===== src/rtl/rv32_ex_pkg.sv =====
/* shared types for the RV32I execute stage
   word and index widths, decode enums and the structs passed between blocks */
package rv32_ex_pkg;

    typedef logic [31:0] word_t;
    typedef logic [4:0]  reg_idx_t;
    typedef logic [3:0]  byte_en_t;
    typedef logic [6:0]  opcode_t;
    typedef logic [2:0]  funct3_t;

    localparam opcode_t OPC_LUI    = 7'b0110111;
    localparam opcode_t OPC_AUIPC  = 7'b0010111;
    localparam opcode_t OPC_JAL    = 7'b1101111;
    localparam opcode_t OPC_JALR   = 7'b1100111;
    localparam opcode_t OPC_BRANCH = 7'b1100011;
    localparam opcode_t OPC_LOAD   = 7'b0000011;
    localparam opcode_t OPC_STORE  = 7'b0100011;
    localparam opcode_t OPC_IMMED  = 7'b0010011;
    localparam opcode_t OPC_REG    = 7'b0110011;
    localparam opcode_t OPC_FENCE  = 7'b0001111;

    typedef enum logic [3:0] {
        ALU_ADD, ALU_SUB, ALU_SLL, ALU_SLT, ALU_SLTU,
        ALU_XOR, ALU_SRL, ALU_SRA, ALU_OR, ALU_AND
    } alu_op_t;

    // encodings match funct3 of loads and stores
    typedef enum logic [2:0] {
        LB = 3'b000, LH = 3'b001, LW = 3'b010, LBU = 3'b100, LHU = 3'b101
    } load_t;

    typedef enum logic [2:0] {
        BEQ = 3'b000, BNE = 3'b001, BLT = 3'b100,
        BGE = 3'b101, BLTU = 3'b110, BGEU = 3'b111
    } branch_t;

    typedef enum logic [1:0] {A_RS1, A_IMM_S, A_PC} a_sel_t;
    // rs1 on port b pairs with the store offset on port a
    typedef enum logic [1:0] {B_RS2, B_IMM_I, B_IMM_U, B_RS1} b_sel_t;
    typedef enum logic [1:0] {W_LOAD, W_PC4, W_IMM_U, W_ALU} w_sel_t;

    typedef struct packed {
        word_t instr;
        word_t pc;
        word_t pc4;
        logic  prediction;
    } fetch_ex_t;

    typedef struct packed {
        alu_op_t  alu_op;
        a_sel_t   a_sel;
        b_sel_t   b_sel;
        w_sel_t   w_sel;
        load_t    load_type;
        branch_t  branch_type;
        reg_idx_t rs1;
        reg_idx_t rs2;
        reg_idx_t rd;
        word_t    imm_i;
        word_t    imm_s;
        word_t    imm_sb;
        word_t    imm_uj;
        word_t    imm_u;
        logic     wen;
        logic     dren;
        logic     dwen;
        logic     branch;
        logic     jump;
        logic     j_sel;
        logic     ifence;
        logic     halt;
        logic     illegal;
    } ctrl_t;

    typedef struct packed {
        word_t    addr;
        word_t    wdata;
        byte_en_t byte_en;
        logic     ren;
        logic     wen;
    } dbus_req_t;

    typedef struct packed {
        logic  mal_l;
        logic  mal_s;
        logic  illegal;
        word_t badaddr;
    } except_t;

endpackage


===== src/rtl/control_unit.sv =====
/* RV32I decoder
   turns one instruction word into operand selects, flags and extended immediates */
`timescale 1ns/1ns

module control_unit (
    input  rv32_ex_pkg::word_t instr,
    output rv32_ex_pkg::ctrl_t ctrl
);

    rv32_ex_pkg::opcode_t opcode;
    rv32_ex_pkg::funct3_t funct3;
    rv32_ex_pkg::alu_op_t arith_op;
    logic                 is_reg;

    assign opcode = instr[6:0];
    assign funct3 = instr[14:12];
    assign is_reg = (opcode == rv32_ex_pkg::OPC_REG);

    // funct7 bit 30 picks sub and sra
    always_comb begin
        case (funct3)
            3'b000:  arith_op = (is_reg && instr[30]) ? rv32_ex_pkg::ALU_SUB
                                                      : rv32_ex_pkg::ALU_ADD;
            3'b001:  arith_op = rv32_ex_pkg::ALU_SLL;
            3'b010:  arith_op = rv32_ex_pkg::ALU_SLT;
            3'b011:  arith_op = rv32_ex_pkg::ALU_SLTU;
            3'b100:  arith_op = rv32_ex_pkg::ALU_XOR;
            3'b101:  arith_op = instr[30] ? rv32_ex_pkg::ALU_SRA : rv32_ex_pkg::ALU_SRL;
            3'b110:  arith_op = rv32_ex_pkg::ALU_OR;
            default: arith_op = rv32_ex_pkg::ALU_AND;
        endcase
    end

    always_comb begin
        ctrl             = '0;
        ctrl.alu_op      = rv32_ex_pkg::ALU_ADD;
        ctrl.a_sel       = rv32_ex_pkg::A_RS1;
        ctrl.b_sel       = rv32_ex_pkg::B_RS2;
        ctrl.w_sel       = rv32_ex_pkg::W_ALU;
        ctrl.load_type   = rv32_ex_pkg::LW;
        ctrl.branch_type = rv32_ex_pkg::BEQ;
        ctrl.rs1         = instr[19:15];
        ctrl.rs2         = instr[24:20];
        ctrl.rd          = instr[11:7];

        ctrl.imm_i  = {{20{instr[31]}}, instr[31:20]};
        ctrl.imm_s  = {{20{instr[31]}}, instr[31:25], instr[11:7]};
        ctrl.imm_sb = {{19{instr[31]}}, instr[31], instr[7], instr[30:25], instr[11:8], 1'b0};
        ctrl.imm_uj = {{11{instr[31]}}, instr[31], instr[19:12], instr[20], instr[30:21],
                       1'b0};
        ctrl.imm_u  = {instr[31:12], 12'b0};

        case (opcode)
            rv32_ex_pkg::OPC_LUI: begin
                ctrl.wen   = 1'b1;
                ctrl.w_sel = rv32_ex_pkg::W_IMM_U;
            end
            rv32_ex_pkg::OPC_AUIPC: begin
                ctrl.wen   = 1'b1;
                ctrl.a_sel = rv32_ex_pkg::A_PC;
                ctrl.b_sel = rv32_ex_pkg::B_IMM_U;
            end
            rv32_ex_pkg::OPC_JAL, rv32_ex_pkg::OPC_JALR: begin
                ctrl.wen   = 1'b1;
                ctrl.jump  = 1'b1;
                ctrl.j_sel = (opcode == rv32_ex_pkg::OPC_JAL);
                ctrl.w_sel = rv32_ex_pkg::W_PC4;
            end
            rv32_ex_pkg::OPC_BRANCH: begin
                ctrl.branch = 1'b1;
                case (funct3)
                    3'b000:  ctrl.branch_type = rv32_ex_pkg::BEQ;
                    3'b001:  ctrl.branch_type = rv32_ex_pkg::BNE;
                    3'b100:  ctrl.branch_type = rv32_ex_pkg::BLT;
                    3'b101:  ctrl.branch_type = rv32_ex_pkg::BGE;
                    3'b110:  ctrl.branch_type = rv32_ex_pkg::BLTU;
                    3'b111:  ctrl.branch_type = rv32_ex_pkg::BGEU;
                    default: ctrl.illegal = 1'b1;
                endcase
            end
            rv32_ex_pkg::OPC_LOAD, rv32_ex_pkg::OPC_STORE: begin
                ctrl.dren = (opcode == rv32_ex_pkg::OPC_LOAD);
                ctrl.dwen = (opcode == rv32_ex_pkg::OPC_STORE);
                ctrl.wen  = ctrl.dren;
                ctrl.w_sel = rv32_ex_pkg::W_LOAD;
                // store address is imm_s + rs1
                if (ctrl.dwen) begin
                    ctrl.a_sel = rv32_ex_pkg::A_IMM_S;
                    ctrl.b_sel = rv32_ex_pkg::B_RS1;
                end else begin
                    ctrl.b_sel = rv32_ex_pkg::B_IMM_I;
                end
                case (funct3)
                    3'b000:  ctrl.load_type = rv32_ex_pkg::LB;
                    3'b001:  ctrl.load_type = rv32_ex_pkg::LH;
                    3'b010:  ctrl.load_type = rv32_ex_pkg::LW;
                    3'b100:  ctrl.load_type = rv32_ex_pkg::LBU;
                    3'b101:  ctrl.load_type = rv32_ex_pkg::LHU;
                    default: ctrl.illegal = 1'b1;
                endcase
                // no unsigned stores
                if (ctrl.dwen && funct3[2]) begin
                    ctrl.illegal = 1'b1;
                end
            end
            rv32_ex_pkg::OPC_IMMED, rv32_ex_pkg::OPC_REG: begin
                ctrl.wen    = 1'b1;
                ctrl.alu_op = arith_op;
                if (!is_reg) begin
                    ctrl.b_sel = rv32_ex_pkg::B_IMM_I;
                end else if ((instr[31:25] & 7'b1011111) != 7'b0) begin
                    ctrl.illegal = 1'b1;
                end
            end
            rv32_ex_pkg::OPC_FENCE: ctrl.ifence = (funct3 == 3'b001);
            default: ctrl.illegal = 1'b1;
        endcase

        // all-ones word stops the core
        if (instr == '1) begin
            ctrl.wen     = 1'b0;
            ctrl.illegal = 1'b0;
            ctrl.halt    = 1'b1;
        end
    end

endmodule


===== src/rtl/reg_file.sv =====
/* integer register file, two combinational reads and one clocked write */
`timescale 1ns/1ns

module reg_file #(
    parameter int NUM_REGS = 32
) (
    input  logic                  CLK,
    input  logic                  nRST,
    input  rv32_ex_pkg::reg_idx_t rs1,
    input  rv32_ex_pkg::reg_idx_t rs2,
    input  rv32_ex_pkg::reg_idx_t rd,
    input  rv32_ex_pkg::word_t    w_data,
    input  logic                  wen,
    output rv32_ex_pkg::word_t    rs1_data,
    output rv32_ex_pkg::word_t    rs2_data
);

    rv32_ex_pkg::word_t regs [NUM_REGS];

    always_ff @(posedge CLK, negedge nRST) begin
        if (!nRST) begin
            for (int i = 0; i < NUM_REGS; i++) begin
                regs[i] <= '0;
            end
        end else if (wen && rd != '0 && rd < NUM_REGS) begin
            regs[rd] <= w_data;
        end
    end

    // x0 and indices past the array read as zero
    assign rs1_data = (rs1 != '0 && rs1 < NUM_REGS) ? regs[rs1] : '0;
    assign rs2_data = (rs2 != '0 && rs2 < NUM_REGS) ? regs[rs2] : '0;

endmodule


===== src/rtl/alu.sv =====
/* RV32I integer ALU */
`timescale 1ns/1ns

module alu (
    input  rv32_ex_pkg::word_t   port_a,
    input  rv32_ex_pkg::word_t   port_b,
    input  rv32_ex_pkg::alu_op_t op,
    output rv32_ex_pkg::word_t   result
);

    logic [4:0] shamt;
    logic       lt_signed;
    logic       lt_unsigned;

    assign shamt       = port_b[4:0];
    assign lt_signed   = $signed(port_a) < $signed(port_b);
    assign lt_unsigned = port_a < port_b;

    always_comb begin
        case (op)
            rv32_ex_pkg::ALU_ADD:  result = port_a + port_b;
            rv32_ex_pkg::ALU_SUB:  result = port_a - port_b;
            rv32_ex_pkg::ALU_SLL:  result = port_a << shamt;
            rv32_ex_pkg::ALU_SLT:  result = {31'b0, lt_signed};
            rv32_ex_pkg::ALU_SLTU: result = {31'b0, lt_unsigned};
            rv32_ex_pkg::ALU_XOR:  result = port_a ^ port_b;
            rv32_ex_pkg::ALU_SRL:  result = port_a >> shamt;
            rv32_ex_pkg::ALU_SRA:  result = $signed(port_a) >>> shamt;
            rv32_ex_pkg::ALU_OR:   result = port_a | port_b;
            rv32_ex_pkg::ALU_AND:  result = port_a & port_b;
            default:               result = '0;
        endcase
    end

endmodule


===== src/rtl/branch_res.sv =====
/* conditional branch resolver
   compares rs1 with rs2 by branch type and forms pc + offset */
`timescale 1ns/1ns

module branch_res (
    input  rv32_ex_pkg::word_t   rs1_data,
    input  rv32_ex_pkg::word_t   rs2_data,
    input  rv32_ex_pkg::word_t   pc,
    input  rv32_ex_pkg::word_t   imm_sb,
    input  rv32_ex_pkg::branch_t branch_type,
    output logic                 taken,
    output rv32_ex_pkg::word_t   addr
);

    logic eq;
    logic lt;
    logic ltu;

    assign eq  = (rs1_data == rs2_data);
    assign lt  = $signed(rs1_data) < $signed(rs2_data);
    assign ltu = rs1_data < rs2_data;

    always_comb begin
        case (branch_type)
            rv32_ex_pkg::BEQ:  taken = eq;
            rv32_ex_pkg::BNE:  taken = ~eq;
            rv32_ex_pkg::BLT:  taken = lt;
            rv32_ex_pkg::BGE:  taken = ~lt;
            rv32_ex_pkg::BLTU: taken = ltu;
            rv32_ex_pkg::BGEU: taken = ~ltu;
            default:           taken = 1'b0;
        endcase
    end

    assign addr = pc + imm_sb;

endmodule


===== src/rtl/dmem_lane.sv =====
/* data bus lane logic
   byte enables, store replication, alignment check and load extension */
`timescale 1ns/1ns

module dmem_lane #(
    parameter bit BIG_ENDIAN_BUS = 1'b1
) (
    input  rv32_ex_pkg::word_t    addr,
    input  rv32_ex_pkg::word_t    rs2_data,
    input  rv32_ex_pkg::word_t    rdata,
    input  rv32_ex_pkg::load_t    load_type,
    input  logic                  dren,
    input  logic                  dwen,
    output rv32_ex_pkg::byte_en_t byte_en,
    output rv32_ex_pkg::word_t    wdata,
    output logic                  mal,
    output rv32_ex_pkg::word_t    load_data
);

    logic [7:0]  sel_byte;
    logic [15:0] sel_half;

    assign sel_byte = rdata[addr[1:0]*8 +: 8];
    assign sel_half = addr[1] ? rdata[31:16] : rdata[15:0];

    always_comb begin
        byte_en   = 4'b0000;
        wdata     = rs2_data;
        mal       = 1'b0;
        load_data = rdata;
        case (load_type)
            rv32_ex_pkg::LB, rv32_ex_pkg::LBU: begin
                byte_en   = 4'b0001 << addr[1:0];
                wdata     = {4{rs2_data[7:0]}};
                load_data = (load_type == rv32_ex_pkg::LB) ? {{24{sel_byte[7]}}, sel_byte}
                                                           : {24'b0, sel_byte};
            end
            rv32_ex_pkg::LH, rv32_ex_pkg::LHU: begin
                byte_en   = addr[1] ? 4'b1100 : 4'b0011;
                wdata     = {2{rs2_data[15:0]}};
                mal       = addr[0];
                load_data = (load_type == rv32_ex_pkg::LH) ? {{16{sel_half[15]}}, sel_half}
                                                           : {16'b0, sel_half};
            end
            default: begin
                byte_en   = 4'b1111;
                wdata     = rs2_data;
                mal       = (addr[1:0] != 2'b00);
                load_data = rdata;
            end
        endcase
        // little-endian bus sees load lanes in reverse order
        if (!BIG_ENDIAN_BUS && dren) begin
            byte_en = {byte_en[0], byte_en[1], byte_en[2], byte_en[3]};
        end
        if (!(dren || dwen)) begin
            mal = 1'b0;
        end
    end

endmodule


===== src/rtl/execute_stage.sv =====
/* execute stage of the two-stage RV32I pipeline
   decode, register read, ALU, branch and jump resolution, data bus and write-back */
`timescale 1ns/1ns

module execute_stage #(
    parameter int NUM_REGS       = 32,
    parameter bit BIG_ENDIAN_BUS = 1'b1
) (
    input  logic                   CLK,
    input  logic                   nRST,
    input  rv32_ex_pkg::fetch_ex_t fetch_ex,
    input  logic                   if_ex_stall,
    output rv32_ex_pkg::dbus_req_t dbus_req,
    input  rv32_ex_pkg::word_t     dbus_rdata,
    input  logic                   dbus_busy,
    output rv32_ex_pkg::word_t     brj_addr,
    output logic                   mispredict,
    output logic                   halt,
    output rv32_ex_pkg::except_t   except,
    output logic                   d_mem_busy,
    output logic                   icache_flush,
    output logic                   dcache_flush,
    input  logic                   iflush_done,
    input  logic                   dflush_done,
    output logic                   fence_stall
);

    rv32_ex_pkg::ctrl_t    ctrl;
    rv32_ex_pkg::word_t    rs1_data;
    rv32_ex_pkg::word_t    rs2_data;
    rv32_ex_pkg::word_t    w_data;
    rv32_ex_pkg::word_t    port_a;
    rv32_ex_pkg::word_t    port_b;
    rv32_ex_pkg::word_t    alu_result;
    rv32_ex_pkg::word_t    br_addr;
    rv32_ex_pkg::word_t    jump_addr;
    rv32_ex_pkg::word_t    jalr_sum;
    rv32_ex_pkg::word_t    wdata;
    rv32_ex_pkg::word_t    load_data;
    rv32_ex_pkg::byte_en_t byte_en;
    logic                  rf_wen;
    logic                  br_taken;
    logic                  eff_taken;
    logic                  mal;
    logic                  mal_l;
    logic                  mal_s;
    logic                  ifence_reg;
    logic                  ifence_pulse;
    logic                  iflushed;
    logic                  dflushed;

    control_unit u_control_unit (
        .instr (fetch_ex.instr),
        .ctrl  (ctrl)
    );

    reg_file #(
        .NUM_REGS (NUM_REGS)
    ) u_reg_file (
        .CLK      (CLK),
        .nRST     (nRST),
        .rs1      (ctrl.rs1),
        .rs2      (ctrl.rs2),
        .rd       (ctrl.rd),
        .w_data   (w_data),
        .wen      (rf_wen),
        .rs1_data (rs1_data),
        .rs2_data (rs2_data)
    );

    alu u_alu (
        .port_a (port_a),
        .port_b (port_b),
        .op     (ctrl.alu_op),
        .result (alu_result)
    );

    branch_res u_branch_res (
        .rs1_data    (rs1_data),
        .rs2_data    (rs2_data),
        .pc          (fetch_ex.pc),
        .imm_sb      (ctrl.imm_sb),
        .branch_type (ctrl.branch_type),
        .taken       (br_taken),
        .addr        (br_addr)
    );

    dmem_lane #(
        .BIG_ENDIAN_BUS (BIG_ENDIAN_BUS)
    ) u_dmem_lane (
        .addr      (alu_result),
        .rs2_data  (rs2_data),
        .rdata     (dbus_rdata),
        .load_type (ctrl.load_type),
        .dren      (ctrl.dren),
        .dwen      (ctrl.dwen),
        .byte_en   (byte_en),
        .wdata     (wdata),
        .mal       (mal),
        .load_data (load_data)
    );

    always_comb begin
        case (ctrl.a_sel)
            rv32_ex_pkg::A_RS1:   port_a = rs1_data;
            rv32_ex_pkg::A_IMM_S: port_a = ctrl.imm_s;
            rv32_ex_pkg::A_PC:    port_a = fetch_ex.pc;
            default:              port_a = '0;
        endcase
    end

    always_comb begin
        case (ctrl.b_sel)
            rv32_ex_pkg::B_RS2:   port_b = rs2_data;
            rv32_ex_pkg::B_IMM_I: port_b = ctrl.imm_i;
            rv32_ex_pkg::B_IMM_U: port_b = ctrl.imm_u;
            default:              port_b = rs1_data;
        endcase
    end

    always_comb begin
        case (ctrl.w_sel)
            rv32_ex_pkg::W_LOAD:  w_data = load_data;
            rv32_ex_pkg::W_PC4:   w_data = fetch_ex.pc4;
            rv32_ex_pkg::W_IMM_U: w_data = ctrl.imm_u;
            default:              w_data = alu_result;
        endcase
    end

    assign mal_l = ctrl.dren & mal;
    assign mal_s = ctrl.dwen & mal;

    // memory ops write back only in the cycle the bus completes
    assign rf_wen = ctrl.wen & ~if_ex_stall & ~mal_l
                    & ~((ctrl.dren | ctrl.dwen) & dbus_busy);

    assign dbus_req.addr    = alu_result;
    assign dbus_req.wdata   = wdata;
    assign dbus_req.byte_en = byte_en;
    assign dbus_req.ren     = ctrl.dren & ~mal;
    assign dbus_req.wen     = ctrl.dwen & ~mal;
    assign d_mem_busy       = dbus_busy;

    // jalr target drops bit 0
    assign jalr_sum  = rs1_data + ctrl.imm_i;
    assign jump_addr = ctrl.j_sel ? (fetch_ex.pc + ctrl.imm_uj) : {jalr_sum[31:1], 1'b0};
    assign eff_taken = ctrl.jump | (ctrl.branch & br_taken);

    assign brj_addr   = ctrl.jump ? jump_addr : (eff_taken ? br_addr : fetch_ex.pc4);
    assign mispredict = fetch_ex.prediction ^ eff_taken;

    assign except.mal_l   = mal_l;
    assign except.mal_s   = mal_s;
    assign except.illegal = ctrl.illegal;
    assign except.badaddr = alu_result;

    // sticky until reset
    always_ff @(posedge CLK, negedge nRST) begin
        if (!nRST) begin
            halt <= 1'b0;
        end else if (ctrl.halt) begin
            halt <= 1'b1;
        end
    end

    // rising edge of ifence starts one flush of both caches
    always_ff @(posedge CLK, negedge nRST) begin
        if (!nRST) begin
            ifence_reg <= 1'b0;
        end else begin
            ifence_reg <= ctrl.ifence;
        end
    end

    assign ifence_pulse = ctrl.ifence & ~ifence_reg;
    assign icache_flush = ifence_pulse;
    assign dcache_flush = ifence_pulse;

    always_ff @(posedge CLK, negedge nRST) begin
        if (!nRST) begin
            iflushed <= 1'b1;
            dflushed <= 1'b1;
        end else begin
            if (ifence_pulse) begin
                iflushed <= 1'b0;
            end else if (iflush_done) begin
                iflushed <= 1'b1;
            end
            if (ifence_pulse) begin
                dflushed <= 1'b0;
            end else if (dflush_done) begin
                dflushed <= 1'b1;
            end
        end
    end

    // the pulse cycle itself stalls, the flags clear one edge later
    assign fence_stall = ctrl.ifence & (ifence_pulse | ~iflushed | ~dflushed);

endmodule


===== config.mk =====
export PLATFORM = sky130hd
export DESIGN_NAME = execute_stage
export DESIGN_NICKNAME = d
export VERILOG_FILES = /design/src/rtl/rv32_ex_pkg.sv /design/src/rtl/control_unit.sv /design/src/rtl/reg_file.sv /design/src/rtl/alu.sv /design/src/rtl/branch_res.sv /design/src/rtl/dmem_lane.sv /design/src/rtl/execute_stage.sv
export SDC_FILE = /design/constraint.sdc
export NUM_CORES = 2
export LEC_CHECK = 0
export BUFFER_PORTS_ARGS = -buffer_cell sky130_fd_sc_hd__buf_2
export CORE_MARGIN = 2
export CORE_UTILIZATION = 35
export DETAILED_ROUTE_END_ITERATION = 8
export GPL_TIMING_DRIVEN = 0
export PLACE_DENSITY_LB_ADDON = 0.3
export SKIP_LAST_GASP = 1
export SYNTH_ARGS = -nofsm -noshare
export SYNTH_HDL_FRONTEND = slang
export SYNTH_HIERARCHICAL = 1
export SYNTH_SLANG_ARGS = --single-unit

===== constraint.sdc =====
create_clock -name CLK -period 7.75 [get_ports CLK]
set_input_delay 0 -clock CLK [delete_from_list [all_inputs] [get_ports CLK]]
set_output_delay 0 -clock CLK [all_outputs]
set_load 0.005 [all_outputs]

==> run_results.csv <==
group,metric,value,unit
run_status,status,"finished, violations left",
run_status,violations,"capacitance limit, slew limit, setup timing",
power_and_ir_drop,seqPwrFrac,34.3,%
sta,max_freq,125.9,MHz
synthesis,synth_area,75210,um^2
worst_setup_path,cp-start-kind,"input pin",
sta,holdWs,25.06,ps
cts,clk_latency,770,ps
route,ant_nets,0,
sta,min_period_over_period,102.5,%
worst_setup_path,cp_max_fo,11,
worst_setup_path,critPathArrivalTime,8570,ps
sta,setup_viol,793,
grt,grt_pass1_vias,64250,
sta,finalClockSkew,61.13,ps
route,drc,0,
synthesis,yosysWarnings,6,
sta,drv_slew,17,
worst_setup_path,cpMaxStageDelayCell,"a2111oi_4",
power_and_ir_drop,power_density,185.1,nW/um^2
placed_design,place.detailed.hpwl,293700,um
cells_and_area,layout.nets,7567,
power_and_ir_drop,max-vdd-ir-drop,0.2230,mV
synthesis,synth_edf_count,0,
grt,track_usage,35.13,%
power_and_ir_drop,power,16620,uW
synthesis,ys_seq_elements,1028,
grt,antenna_found_initial,37,
cts,cts_made_buffers,107,
power_and_ir_drop,p_leak,0.04073,uW
worst_setup_path,critPathMaxStageDelay,680,ps
worst_setup_path,critical_path_required,8380,ps
die,initial_core_util,35.11,%
synthesis,synth_ff_type,"dfrtp_1",
die,rows,170,
route,wire_per_inst,39.05,um
sta,hold_viol,0,
power_and_ir_drop,p_comb_share,31.6,%
cts,clock-sinks,1028,
sta,relSlewSlack,-6.903,%
power_and_ir_drop,clock_power_share,34.2,%
sta,worstMarginPinSlew,1604,ps
sta,fin_crit,7945,ps
power_and_ir_drop,sw_frac_of_total,36.33,%
sta,rsz0062_at_grt,"yes",
power_and_ir_drop,switchingPower,6037,uW
synthesis,yosysSeqAreaShare,34.21,%
grt,grt_max_degree,153,
worst_hold_path,hp-class,"input pin to flop",
route,drt-total-wl,396800,um
cells_and_area,drive_gt1_share,42.19,%
synthesis,ys_types,110,
cts,cts_tree,"done",
cts,clockBufferDepth,3,
cells_and_area,seq_area,25730,um^2
synthesis,avgSynthCellArea,11.42,um^2
route,first_iter_violations,9705,
die,ios,278,
worst_setup_path,endpoint_kind,"flop",
cells_and_area,fillers,20230,
cells_and_area,synthToLayoutAreaGrowth,19.37,%
placed_design,portBuffers,276,
cts,clkTransAtPathRegs,60,ps
power_and_ir_drop,power.internal,10580,uW
synthesis,synthArstFlopShare,100.0,%
route,vias,67140,
die,core,214200,um^2
synthesis,netlist_instances,6588,
cts,htree_levels,3,
cts,cts_root_buf,"clkbuf_16",
worst_setup_path,cpMostUsedCell,"buf_4",
die,die_y,467.6,um
grt,overflow,0,
cells_and_area,multiInputGateArea,46270,um^2
die,die_x,467.6,um
worst_setup_path,path_class,"input pin to flop",
sta,finalSetupTns,-47290,ps
die,dieArea,218600,um^2
route,via_per_inst,6.608,
run,drv_cap,3,
worst_setup_path,rrSetupSlack,-150,ps
route,drt_pass1_iterations,9,
sta,final.setup.worst_slack,-195.5,ps
placed_design,gp_congestion,1.076,
cells_and_area,top_register,"u_reg_file/regs",
cells_and_area,largest_reg_flops,1024,
grt,grt_pass1_wl,532900,um
==> critical path, delay by kind of cell <==
kind	cells	cell delay (ps)
simple gates	7	1670
fa+ha+maj	1	240
mux	3	1030
buf+inv	13	2980
compound gates	13	2540
==> cell type report <==
| cell class | instances | area share (%) |
|---|---|---|
| Multi-Input combinational cell | 4573 | 51.54 |
| Sequential cell | 1028 | 28.66 |
| Buffer | 822 | 6.521 |
| Timing Repair Buffer | 505 | 4.281 |
| Tap cell | 2838 | 3.955 |
| Clock buffer | 141 | 3.361 |
| Clock inverter | 55 | 0.8947 |
| Inverter | 167 | 0.7080 |
| Antenna cell | 31 | 0.08641 |
==> cell families after synthesis <==
logic type	share of synthesized area [%]
AO/OA/AOI/OAI	12.02
adder cells (fa/ha/maj)	3.843
XOR/XNOR	1.188
AND/OR/NAND/NOR	6.351
buffers and inverters	6.619
multiplexers	35.77
other	0.004986
flip-flops	34.21
==> placed cells by master (no fill, tap or decap), drive strengths merged, types with 27 or more instances in the layout <==
cell type | Yosys | routed
diode | 0 | 31
mux2i | 399 | 399
a22o | 64 | 64
nor4 | 47 | 47
xor2 | 33 | 33
nand3 | 53 | 53
nand4 | 30 | 30
nand2 | 242 | 242
o21bai | 29 | 29
xnor2 | 69 | 69
dfrtp | 1026 | 1026
buf | 478 | 962
a21oi | 296 | 296
mux4 | 492 | 492
nor2b | 99 | 99
mux2 | 1050 | 1050
and3 | 35 | 35
o221ai | 39 | 39
o22ai | 61 | 61
a221oi | 27 | 27
o211ai | 31 | 31
clkbuf | 356 | 493
a21o | 74 | 74
a211oi | 141 | 141
inv | 164 | 166
nor3 | 78 | 78
ha | 223 | 223
nor2 | 260 | 260
a22oi | 105 | 105
o21ai | 240 | 241
clkinv | 3 | 34
a2111oi | 40 | 40
==> per-stage QoR <==
step / util [%] / cells / instance area [um^2] / setup WS (ps)
detailed placement: 38.02 / 9804 / 81440 / -6360
CTS: 41.05 / 10060 / 87930 / -151.7
floorplan: - / 6601 / 75260 / 81.84
global route: 41.89 / 10140 / 89720 / -193.2
finish: 41.91 / 10160 / 89780 / -195.5
global placement: 37.44 / 9715 / 80200 / -15910
==> power groups by stage <==
stage	clock network [uW]	logic (uW)	registers, uW
after detailed placement	0	4630	5780
after CTS	5720	4800	5680
after floorplan	0	2440	5730
after global placement	0	4530	5780
after global routing	5930	5310	5710
final	5680	5250	5690
==> per-layer routing <==
layer	wire length (um)	track usage, %	up-vias
met3	51550	13.37	1285
met1	143300	42.33	34580
met4	37710	27.39	22
li1	-	-	26120
met5	164	0	-
met2	164000	50.28	5136
==> path summary, 6_finish.rpt <==
path,start,to,cells after the start
setup / recovery,fetch_ex[82],u_reg_file/regs[249],37
hold / removal,fetch_ex[14],u_reg_file/regs[13],4
setup reg to reg,u_reg_file/regs[516],u_reg_file/regs[249],33
hold reg to reg,halt,halt,1
max in group asynchronous,nRST,u_reg_file/regs[21],6
min in group asynchronous,nRST,u_reg_file/regs[567],4
==> cells in the mapped netlist, types with 140 or more instances <==
master / n / area share [%]
a211oi_1: 140 / 1.4
a21oi_1: 295 / 2.0
buf_2: 149 / 0.99
buf_4: 238 / 2.4
clkbuf_1: 353 / 1.8
dfrtp_1: 1026 / 34
ha_1: 223 / 3.7
inv_1: 164 / 0.82
mux2_2: 1041 / 16
mux2i_1: 399 / 5.3
mux4_2: 492 / 15
nand2_1: 241 / 1.2
nor2_1: 258 / 1.3
o21ai_0: 233 / 1.6
==> repair_timing <==
item | CTS | global route
endpoints found under the hold margin | 476 | 1
buffers inserted | 58 | 65
gates cloned | 0 | 8
hold buffers | 11 | 1
pin swaps | 39 | 42
resized for setup | 766 | 304
endpoints found under the setup margin | 1097 | 1000
Power figures use the tool's default switching activity.
